===== config.mk =====
export PLATFORM = sky130hd
export DESIGN_NAME = fetch_top
export DESIGN_NICKNAME = d
export VERILOG_FILES = /design/src/logic/fetch_pkg.sv /design/src/logic/fetch_top.sv /design/src/logic/fetch_bundle_queue.sv /design/src/logic/fetch_response_filter.sv /design/src/logic/fetch_pc.sv /design/src/logic/fetch_control.sv
export SDC_FILE = /design/constraint.sdc
export NUM_CORES = 1
export LEC_CHECK = 0
export ABC_AREA = 1
export BUFFER_PORTS_ARGS = -buffer_cell sky130_fd_sc_hd__buf_2
export CORE_ASPECT_RATIO = 0.9
export CORE_UTILIZATION = 60
export DETAILED_ROUTE_END_ITERATION = 8
export PLACE_DENSITY = 0.79
export SLEW_MARGIN = 40
export SYNTH_ARGS = -nofsm -noshare
export SYNTH_HDL_FRONTEND = slang
export SYNTH_HIERARCHICAL = 1
export SYNTH_SLANG_ARGS = --single-unit

===== constraint.sdc =====
create_clock -name clock -period 9.9 [get_ports clock]
set_input_delay 1.485 -clock clock [delete_from_list [all_inputs] [get_ports clock]]
set_output_delay 1.485 -clock clock [all_outputs]
set_load 0.005 [all_outputs]

===== src/logic/fetch_pkg.sv =====
// shared fetch types; 64-bit pc, bundles are 8-byte aligned pairs with the first instruction in the upper half
package fetch_pkg;

	////////////////////
	// widths
	////////////////////

	localparam int PC_W        = 64;                  // full virtual address
	localparam int INST_W      = 32;                  // one instruction
	localparam int BUNDLE_W    = 2 * INST_W;          // raw memory word, two instructions

	// bytes per fetch, also the bundle alignment
	localparam int FETCH_BYTES = BUNDLE_W / 8;
	localparam int OFFSET_W    = $clog2(FETCH_BYTES); // low address bits cleared on requests

	////////////////////
	// types
	////////////////////

	typedef logic [PC_W-1:0]     pc_t;      // instruction address
	typedef logic [INST_W-1:0]   inst_t;    // single instruction
	typedef logic [BUNDLE_W-1:0] bundle_t;  // [63:32] first inst, [31:0] second inst

	// first fetch address after reset
	localparam pc_t RESET_PC = 64'h0;

	// fetch control states
	typedef enum logic [1:0]
	{
		FETCH_IDLE     = 2'd0,  // enable low, no requests
		FETCH_RUN      = 2'd1,  // sequential fetch, issue allowed
		FETCH_REDIRECT = 2'd2   // one bubble cycle while pc takes the target
	} fetch_state_e;

endpackage

===== src/logic/fetch_top.sv =====
// fetch stage top; memory must return responses in order, decode returns one credit per bundle
`timescale 1ns/10ps

module fetch_top import fetch_pkg::*;
#(
	parameter int QUEUE_DEPTH    = 4,                          // bundle queue entries
	parameter int DECODE_CREDITS = 2,                          // initial decode credits
	parameter int COUNT_W        = $clog2(QUEUE_DEPTH + 1)     // holds 0..QUEUE_DEPTH
)
(
	input  logic    clock,
	input  logic    reset,
	input  logic    fetch_enable,
	input  logic    redirect_valid,
	input  pc_t     redirect_pc,

	output logic    imem_req_valid,
	output pc_t     imem_req_addr,
	input  logic    imem_grant,
	input  logic    imem_resp_valid,
	input  bundle_t imem_resp_data,

	output logic    out_valid,
	output pc_t     out_pc,
	output inst_t   out_inst1,
	output inst_t   out_inst2,
	input  logic    credit_return
);

	logic               issue;
	logic               flush;
	pc_t                req_pc;
	logic               push;
	pc_t                push_pc;
	bundle_t            push_data;
	logic [COUNT_W-1:0] inflight_count;
	logic [COUNT_W-1:0] free_slots;

	assign imem_req_valid = issue;   // request valid is the issue decision itself

	fetch_control #(.COUNT_W(COUNT_W)) u_control (
		.clock(clock), .reset(reset), .fetch_enable(fetch_enable),
		.redirect_valid(redirect_valid), .imem_grant(imem_grant),
		.free_slots(free_slots), .inflight_count(inflight_count),
		.issue(issue), .flush(flush),
		.fetch_state()                // state is watched hierarchically
	);

	fetch_pc u_pc (
		.clock(clock), .reset(reset), .issue(issue), .imem_grant(imem_grant),
		.redirect_valid(redirect_valid), .redirect_pc(redirect_pc),
		.imem_req_addr(imem_req_addr), .req_pc(req_pc)
	);

	fetch_response_filter #(.QUEUE_DEPTH(QUEUE_DEPTH), .COUNT_W(COUNT_W)) u_filter (
		.clock(clock), .reset(reset), .issue(issue), .imem_grant(imem_grant),
		.flush(flush), .req_pc(req_pc),
		.imem_resp_valid(imem_resp_valid), .imem_resp_data(imem_resp_data),
		.push(push), .push_pc(push_pc), .push_data(push_data),
		.inflight_count(inflight_count)
	);

	fetch_bundle_queue #(
		.QUEUE_DEPTH(QUEUE_DEPTH), .DECODE_CREDITS(DECODE_CREDITS), .COUNT_W(COUNT_W)
	) u_queue (
		.clock(clock), .reset(reset), .flush(flush),
		.push(push), .push_pc(push_pc), .push_data(push_data),
		.credit_return(credit_return), .free_slots(free_slots),
		.out_valid(out_valid), .out_pc(out_pc),
		.out_inst1(out_inst1), .out_inst2(out_inst2)
	);

endmodule


===== src/logic/fetch_bundle_queue.sv =====
// bundle queue with decode credits; decode must never return more credits than bundles it got
`timescale 1ns/10ps

module fetch_bundle_queue import fetch_pkg::*;
#(
	parameter int QUEUE_DEPTH    = 4,
	parameter int DECODE_CREDITS = 2,           // credits held after reset
	parameter int COUNT_W        = 3
)
(
	input  logic               clock,
	input  logic               reset,
	input  logic               flush,           // drop everything queued
	input  logic               push,
	input  pc_t                push_pc,
	input  bundle_t            push_data,
	input  logic               credit_return,   // decode freed one entry

	output logic [COUNT_W-1:0] free_slots,
	output logic               out_valid,       // one bundle to decode this cycle
	output pc_t                out_pc,
	output inst_t              out_inst1,
	output inst_t              out_inst2
);

	localparam int PTR_W    = (QUEUE_DEPTH > 1) ? $clog2(QUEUE_DEPTH) : 1;
	localparam int CREDIT_W = $clog2(DECODE_CREDITS + 1);

	pc_t                 pc_mem   [QUEUE_DEPTH];
	bundle_t             data_mem [QUEUE_DEPTH];
	logic [PTR_W-1:0]    wr_ptr;
	logic [PTR_W-1:0]    rd_ptr;
	logic [COUNT_W-1:0]  count;                 // occupied entries
	logic [CREDIT_W-1:0] credits;               // bundles decode can still take
	logic                launch;                // head moves to the output register

	assign launch     = (count != '0) && (credits != '0) && !flush;
	assign free_slots = COUNT_W'(QUEUE_DEPTH) - count;

	////////////////////
	// pointers, credits
	////////////////////

	always_ff @(posedge clock)
	begin
		if (reset)
		begin
			wr_ptr    <= '0;
			rd_ptr    <= '0;
			count     <= '0;
			out_valid <= 1'b0;
			credits   <= CREDIT_W'(DECODE_CREDITS);
		end
		else
		begin
			out_valid <= launch;
			// spent on launch, so the next cycle already sees the lower count
			credits   <= credits - CREDIT_W'(launch) + CREDIT_W'(credit_return);
			if (flush)
			begin
				wr_ptr <= '0;                     // empty in the redirect edge
				rd_ptr <= '0;
				count  <= '0;
			end
			else
			begin
				if (push)
					wr_ptr <= (wr_ptr == PTR_W'(QUEUE_DEPTH - 1)) ? '0 : wr_ptr + 1'b1;
				if (launch)
					rd_ptr <= (rd_ptr == PTR_W'(QUEUE_DEPTH - 1)) ? '0 : rd_ptr + 1'b1;
				count <= count + COUNT_W'(push) - COUNT_W'(launch);
			end
		end
	end

	// payload, written and read by pointer only
	always_ff @(posedge clock)
	begin
		if (push)
		begin
			pc_mem[wr_ptr]   <= push_pc;
			data_mem[wr_ptr] <= push_data;
		end
		if (launch)
		begin
			out_pc    <= pc_mem[rd_ptr];
			out_inst1 <= data_mem[rd_ptr][BUNDLE_W-1:INST_W];  // upper half goes first
			out_inst2 <= data_mem[rd_ptr][INST_W-1:0];
		end
	end

	////////////////////
	// checks
	////////////////////

	// the control reservation should make this impossible
	a_no_push_full: assert property (@(posedge clock) disable iff (reset)
		push |-> count != COUNT_W'(QUEUE_DEPTH))
		else $error("push into a full bundle queue");

	a_credit_bound: assert property (@(posedge clock) disable iff (reset)
		credit_return && !launch |-> credits < CREDIT_W'(DECODE_CREDITS))
		else $error("decode returned more credits than it was given");

endmodule


===== src/logic/fetch_response_filter.sv =====
// response filter; memory must answer in order, at most QUEUE_DEPTH requests may be outstanding
`timescale 1ns/10ps

module fetch_response_filter import fetch_pkg::*;
#(
	parameter int QUEUE_DEPTH = 4,                // max requests in flight
	parameter int COUNT_W     = 3
)
(
	input  logic               clock,
	input  logic               reset,
	input  logic               issue,
	input  logic               imem_grant,
	input  logic               flush,           // redirect this cycle
	input  pc_t                req_pc,          // pc of the request being issued
	input  logic               imem_resp_valid,
	input  bundle_t            imem_resp_data,

	output logic               push,            // accepted bundle into the queue
	output pc_t                push_pc,
	output bundle_t            push_data,
	output logic [COUNT_W-1:0] inflight_count
);

	localparam int PTR_W = (QUEUE_DEPTH > 1) ? $clog2(QUEUE_DEPTH) : 1;

	pc_t                pc_fifo [QUEUE_DEPTH];  // pcs of outstanding requests, oldest at rd_ptr
	logic [PTR_W-1:0]   wr_ptr;
	logic [PTR_W-1:0]   rd_ptr;
	logic [COUNT_W-1:0] count;                  // requests in flight
	logic [COUNT_W-1:0] drop_count;             // stale responses still to come
	logic               granted;

	assign granted        = issue && imem_grant;
	assign inflight_count = count;

	// stale responses are swallowed, and nothing enters the queue while it is flushed
	assign push      = imem_resp_valid && (drop_count == '0) && !flush;
	assign push_pc   = pc_fifo[rd_ptr];         // in order, so the oldest pc matches
	assign push_data = imem_resp_data;

	always_ff @(posedge clock)
	begin
		if (reset)
		begin
			wr_ptr     <= '0;
			rd_ptr     <= '0;
			count      <= '0;
			drop_count <= '0;
		end
		else
		begin
			if (granted)
				wr_ptr <= (wr_ptr == PTR_W'(QUEUE_DEPTH - 1)) ? '0 : wr_ptr + 1'b1;
			if (imem_resp_valid)
				rd_ptr <= (rd_ptr == PTR_W'(QUEUE_DEPTH - 1)) ? '0 : rd_ptr + 1'b1;

			count <= count + COUNT_W'(granted) - COUNT_W'(imem_resp_valid);

			if (flush)
				drop_count <= count - COUNT_W'(imem_resp_valid);  // all still out are stale
			else if (imem_resp_valid && (drop_count != '0))
				drop_count <= drop_count - 1'b1;
		end
	end

	// pc storage
	always_ff @(posedge clock)
	begin
		if (granted)
			pc_fifo[wr_ptr] <= req_pc;
	end

	// each response has to belong to a granted request
	a_resp_expected: assert property (@(posedge clock) disable iff (reset)
		imem_resp_valid |-> count != '0)
		else $error("memory response with nothing in flight");

endmodule


===== src/logic/fetch_pc.sv =====
// fetch pc register; steps by one bundle per granted request, a redirect overrides any stall
`timescale 1ns/10ps

module fetch_pc import fetch_pkg::*;
(
	input  logic clock,
	input  logic reset,
	input  logic issue,           // request presented this cycle
	input  logic imem_grant,      // memory took it
	input  logic redirect_valid,  // taken branch
	input  pc_t  redirect_pc,     // branch target

	output pc_t  imem_req_addr,   // bundle aligned address
	output pc_t  req_pc           // unmasked pc, travels with the request
);

	pc_t  pc_reg;                 // pc being fetched
	pc_t  next_pc;
	logic advance;                // request accepted, move on

	assign advance = issue && imem_grant;

	////////////////////
	// next pc
	////////////////////

	// target wins over everything, otherwise it would be lost during a stall
	always_comb
	begin
		if (redirect_valid)
		begin
			next_pc = redirect_pc;
		end
		else if (advance)
		begin
			next_pc = pc_reg + pc_t'(FETCH_BYTES);  // next sequential bundle
		end
		else
		begin
			next_pc = pc_reg;                       // no grant, hold the address
		end
	end

	always_ff @(posedge clock)
	begin
		if (reset)
			pc_reg <= RESET_PC;
		else
			pc_reg <= next_pc;
	end

	// memory only sees whole bundles
	assign imem_req_addr = {pc_reg[PC_W-1:OFFSET_W], {OFFSET_W{1'b0}}};
	assign req_pc        = pc_reg;

endmodule


===== src/logic/fetch_control.sv =====
// fetch FSM; issue is combinational and never depends on imem_grant, room is reserved per request in flight
`timescale 1ns/10ps

module fetch_control import fetch_pkg::*;
#(
	parameter int COUNT_W = 3                   // width of slot and in-flight counters
)
(
	input  logic               clock,
	input  logic               reset,
	input  logic               fetch_enable,    // stage enable
	input  logic               redirect_valid,  // taken branch from execute
	input  logic               imem_grant,      // memory accepted the request
	input  logic [COUNT_W-1:0] free_slots,      // empty bundle queue entries
	input  logic [COUNT_W-1:0] inflight_count,  // requests waiting on a response

	output logic               issue,           // drives imem_req_valid
	output logic               flush,           // kill the old path
	output fetch_state_e       fetch_state
);

	fetch_state_e next_state;
	logic         room;                         // a slot left over after all in-flight responses

	////////////////////
	// issue decision
	////////////////////

	// every outstanding response already owns a queue slot, so a new request
	// needs one more than that
	assign room  = free_slots > inflight_count;

	assign issue = (fetch_state == FETCH_RUN) && fetch_enable && !redirect_valid && room;

	// redirect kills everything in flight and queued on the same edge
	assign flush = redirect_valid;

	////////////////////
	// state machine
	////////////////////

	always_comb
	begin
		next_state = fetch_state;              // hold by default
		case (fetch_state)
			FETCH_IDLE:
			begin
				if (redirect_valid)
					next_state = FETCH_REDIRECT;
				else if (fetch_enable)
					next_state = FETCH_RUN;        // first enabled cycle only moves the state
			end
			FETCH_RUN:
			begin
				if (redirect_valid)
					next_state = FETCH_REDIRECT;
				else if (!fetch_enable)
					next_state = FETCH_IDLE;
			end
			FETCH_REDIRECT:
			begin
				// bubble cycle, pc already holds the target
				if (redirect_valid)
					next_state = FETCH_REDIRECT;   // back to back redirects
				else if (fetch_enable)
					next_state = FETCH_RUN;
				else
					next_state = FETCH_IDLE;
			end
			default:
			begin
				next_state = FETCH_IDLE;
			end
		endcase
	end

	always_ff @(posedge clock)
	begin
		if (reset)
			fetch_state <= FETCH_IDLE;
		else
			fetch_state <= next_state;
	end

	////////////////////
	// checks
	////////////////////

	// each response still on its way owns a queue slot, stale ones included
	a_room_reserved: assert property (@(posedge clock) disable iff (reset)
		free_slots >= inflight_count)
		else $error("requests in flight exceed the free queue slots");

	// a request waiting on grant is only withdrawn by a disable or a redirect
	a_req_held: assert property (@(posedge clock) disable iff (reset)
		issue && !imem_grant |=> issue || !fetch_enable || redirect_valid)
		else $error("request dropped before grant");

endmodule


After elaboration in Yosys (flattened, before gate mapping):

Memories as Yosys holds them, arrays and structs flattened. A register that Yosys moved wholly into a read port is not among the register bits.
Index checks and enable logic that the tools add are counted.

* eq/ne operators: 8
* magnitude comparators: 1
* multiplexer cells: 21
* $add $sub $neg: 14
* reduce and logical (&&, ||, !) cells: 19

Operators by type and width (number)
* two-way mux 64 bit: 2
* adder 64 x 4 -> 64 bit (second input constant): 1
* two-way mux 2 bit: 11
* equality test 2 bit (second input constant): 5
* logical AND 1 bit: 9
* subtractor 3 x 1 -> 3 bit: 3
* adder 2 x 1 -> 2 bit (second input constant): 4
* adder 3 x 1 -> 3 bit: 2
* two-way mux 3 bit: 2
* inequality test 3 bit (second input constant): 2
* one-hot mux 2 bit (3 select lines): 1
* nonzero test 2 bit: 3
* nonzero test 3 bit: 2
* two-way mux 1 bit: 5
* > comparator 3 bit: 1
* logical NOT 3 bit: 1
* subtractor 3 x 1 -> 3 bit (second input constant): 1
* subtractor 3 bit (first input constant): 1
* adder 2 x 1 -> 2 bit: 1
* equality test 2 x 1 -> 1 bit (second input constant): 1
* logical NOT 2 bit: 1
* AND reduction 2 bit: 1
* OR reduction 2 bit: 1
* subtractor 2 x 1 -> 2 bit: 1
* logical NOT 1 bit: 1

* flip-flop bits (word level): 86
* output and inout port bits: 194
* bits in writable memories: 768
* memories kept: 3
* word-level logic and storage cells: 77
* input port bits: 135

Memory list
* u_filter.pc_fifo: words 4, bits a word 64, read ports 1, clocked after Yosys merged registers in 1, write ports 1, line fetch_response_filter.sv:27 `pc_t pc_fifo [QUEUE_DEPTH];`
* u_queue.data_mem: words 4, bits a word 64, read ports 1, clocked after Yosys merged registers in 1, write ports 1, line fetch_bundle_queue.sv:30 `bundle_t data_mem [QUEUE_DEPTH];`
* u_queue.pc_mem: words 4, bits a word 64, read ports 1, clocked after Yosys merged registers in 1, write ports 1, line fetch_bundle_queue.sv:29 `pc_t pc_mem [QUEUE_DEPTH];`

Depth between registers and ports, before layout:

* word-level depth: 7
* depth in mapped cells: 19
* mapped depth without buffers: 19

Cells and area by module:

Netlist, hierarchy kept.

By module, submodules not included
* fetch_bundle_queue: instances 1, seq. area each 19418.6 µm², cells each 1448, area an instance 23367.4 µm²
* fetch_response_filter: instances 1, seq. area each 7927.6 µm², cells each 777, area an instance 10671.5 µm²
* fetch_pc: instances 1, seq. area each 1281.2 µm², cells each 830, area an instance 5048.6 µm²
* fetch_control: instances 1, seq. area each 40.0 µm², cells each 28, area an instance 171.4 µm²

Least setup slack after synthesis:

No wires, ideal clock.

* kind: input-to-reg
* start: input redirect_valid
* end: register u_queue.count[1]
* stages on the path: 10
* path buffers: 1
* required time: 9.789 ns
* setup slack: 4.145 ns
* setup time: 0.111 ns
* data arrival time: 5.643 ns
* path through: buf_4 > nor2_1 > o21ai_0 > inv_1 > nand2_1 > nand2_1 > ha_1 > fa_1 > inv_1 > nor2_1

RTL lines
* from (decl): line fetch_top.sv:14 `input logic redirect_valid,`
* logical NOT 1 bit: line fetch_bundle_queue.sv:37 `assign launch = (count != '0) && (credits != '0) && !flush;`
* logical AND 1 bit: line fetch_bundle_queue.sv:37
* net u_queue.launch: line fetch_bundle_queue.sv:35 `logic launch;`
* subtractor 3 x 1 -> 3 bit: line fetch_bundle_queue.sv:71 `count <= count + COUNT_W'(push) - COUNT_W'(launch);`
* to (signal assigned): line fetch_bundle_queue.sv:71
* to (decl): line fetch_bundle_queue.sv:33 `logic [COUNT_W-1:0] count;`

The timed path passes the listed nets, and every way through them passes these cells.
A chain may end at the register's enable or synchronous reset.

Final worst setup path:

* start: input redirect_valid
* end: output imem_req_valid

* cells in the longest elaborated chain, start to end: 3

RTL lines
* logical NOT 1 bit: line fetch_control.sv:33 `assign issue = (fetch_state == FETCH_RUN) && fetch_enable && !redirect_valid && room;`
* logical AND 1 bit (2 in series): line fetch_control.sv:33
* to (decl): line fetch_top.sv:17 `output logic imem_req_valid,`

No other way between the ends.

==> qor.csv <==
metric,value,unit
grt_overflow,0,
setup_viol_count_final,0,
critPathArrivalTime,2720,ps
postPlaceCellArea,40400,um^2
ir_worst_vdd,0.000140,V
place_ws,5500,ps
synth_edf_count,896,
required,8420,ps
syn_area_per_cell,12.7,um^2
synth-main-ff-cell,edfxtp_1,
worst_slew_pin_slew,1030,ps
min_period_over_period,0.425,
ys_seq_area_frac,0.730,
grt_pass1_wl,138000,um
crit_path_end_kind,primary output,
cp_max_fo,63,
fin_ws,5700,ps
drcViolationCount,0,
wl_per_cell,22.0,um
yosysTopAreaCellShare,0.685,
antenna_found_initial,3,
post_cts_buffers,0,
initial_core_util,0.609,
synthDistinctLibCells,43,
yosysMostFrequentCell,edfxtp_1,
portBuffers,325,
die-area,66500,um^2
antenna_left,0,
powerDensity,202,nW/um^2
synth_area_leaders,"edfxtp_1 (69%), nor2_1 (4.9%), dfxtp_1 (4.5%), o21ai_0 (3.3%), o22ai_1 (3.1%)",
die_h,245,um
drv_cap,0,
slew_headroom,0.310,
grt_max_degree,170,
drt_iter0_markers,2766,
finalSetupTns,0,ps
start_kind,primary input,
cts_inserted_buffers,93,
clockBufferDepth,3,
cts_hold_buf,0,
yosys.area.top_type,edfxtp_1,
rows,88,
hp-class,reg -> reg,
htreeDepth,3,
syn_area,39300,um^2
firstDrtPassIters,5,
wirelength,92000,um
nets,3411,
cts_root_buffer,clkbuf_16,
clkSinkCount,984,
coreArea,64400,um^2
place_congestion,0.927,
dpl.hpwl,54200,um
ys_async_sr_fraction,0,
fin_area,43600,um^2
vias,25100,
synthToLayoutAreaGrowth,11.1,%
cts.clk_slew.worst_paths,60,ps
drive_gt1_frac,0.167,
syn-instance-count,3083,
ys_warn_count,6,
p_leak,15.1,nW
cts-resized-gates,0,
cts_tree,done,
grt_pass1_vias,24300,
period_needed,4200,ps
insertion_delay,650,ps
drv_slew,0,
vias_per_cell,6.00,
hold_viol,0,
crit_type,in -> out,
synthTopCellsByCount,"edfxtp_1 (896), nor2_1 (510), nand2_1 (278)",
finClkSkew,21.9,ps
die_x,272,um
io_pins,329,
rsz0062_at_grt,no,
fmax,0.238,GHz
ys_ff_latch,984,
grt_usage,0.273,
status,completed,
==> worst max-delay path, stage by stage <==
cell     delay (ps)
buf_2           190
buf_4           590
nor2_1          120
nand3_1         110
nor2_1           80
buf_2           130
==> metal layers <==
metal	part of all wire	global-route usage	vias up
li1	-	-	11300
met1	0.41	0.384	12200
met2	0.48	0.444	1389
met3	0.092	0.0467	145
met4	0.023	0.0772	4
met5	0.00029	0	-
==> cell usage in the layout, fill, tap and decap left out, types with 24 or more instances in the layout <==
cell type	count
o22ai_1	192
a21oi_1	37
o21ai_1	181
o21ai_0	258
nor2_1	504
dfxtp_1	85
a31oi_1	25
clkbuf_16	94
nand2_1	278
nand3_1	59
ha_1	24
edfxtp_1	896
buf_2	325
inv_1	125
==> report_power, final <==
group / switching [W] / internal (W)
registers: 0.0000848 / 0.00465
clock network: 0.00150 / 0.00211
logic: 0.000317 / 0.000148
==> flip-flops by register name (all words and copies together) (netlist names), named ones only <==
| signal | count |
|---|---|
| u_queue/data_mem | 256 |
| u_filter/pc_fifo | 256 |
| u_queue/out_valid | 1 |
| u_queue/out_pc | 64 |
| u_queue/out_inst2 | 32 |
| u_filter/wr_ptr | 2 |
| u_filter/rd_ptr | 2 |
| u_pc/req_pc | 64 |
| u_filter/drop_count | 3 |
| u_queue/credits | 2 |
| u_queue/out_inst1 | 32 |
| u_filter/inflight_count | 3 |
| u_queue/rd_ptr | 2 |
| u_control/fetch_state | 2 |
| u_queue/count | 3 |
| u_queue/wr_ptr | 2 |
| u_queue/pc_mem | 256 |
==> kinds of logic (layout without fill, tap and decap cells) <==
kind of cell	after synthesis	in the layout	synth area share
DFF	984	984	0.730
and+or+nand+nor	917	917	0.0951
AOI/OAI and AO/OA	705	705	0.0977
buffers and inverters	421	662	0.0617
xor gates and xnor gates	29	29	0.00647
adders and majority gates	26	26	0.00867
other	1	5	0.0000955
==> stage by stage <==
step / total power (W) / cells / hold WS [ps] / utilization
after floorplan: 0.00512 / 3085 / 460 / -
after global placement: 0.00525 / 4007 / 481 / 0.626
after detailed placement: 0.00528 / 4008 / 509 / 0.627
after CTS: 0.00885 / 4179 / 518 / 0.676
after global routing: 0.00907 / 4182 / 541 / 0.677
final: 0.00881 / 4183 / 517 / 0.677
==> final timing paths <==
kind | cells after the start | slack [ps] | from | endpoint
setup / recovery | 6 | 5700 | redirect_valid | imem_req_valid
hold / removal | 0 | 520 | u_pc/req_pc[2]$_SDFFE_PP0P_ | u_filter/pc_fifo[2][2]$_DFFE_PP_
setup reg to reg | 19 | 6330 | u_queue/count[0]$_SDFF_PP0_ | u_filter/inflight_count[2]$_SDFF_PP0_
hold reg to reg | 0 | 520 | u_pc/req_pc[2]$_SDFFE_PP0P_ | u_filter/pc_fifo[2][2]$_DFFE_PP_
==> area by class of cell <==
type,count,area [um^2]
well taps,855,1070
diodes,2,5.00
multi-input cells,1680,8220
flip-flops and latches,984,28700
fillers,4352,20800
repair buffers,350,1930
inverters,141,571
clock buffers,115,2490
clock inverters,56,663
No activity file was read; power rests on OpenSTA's default activity.
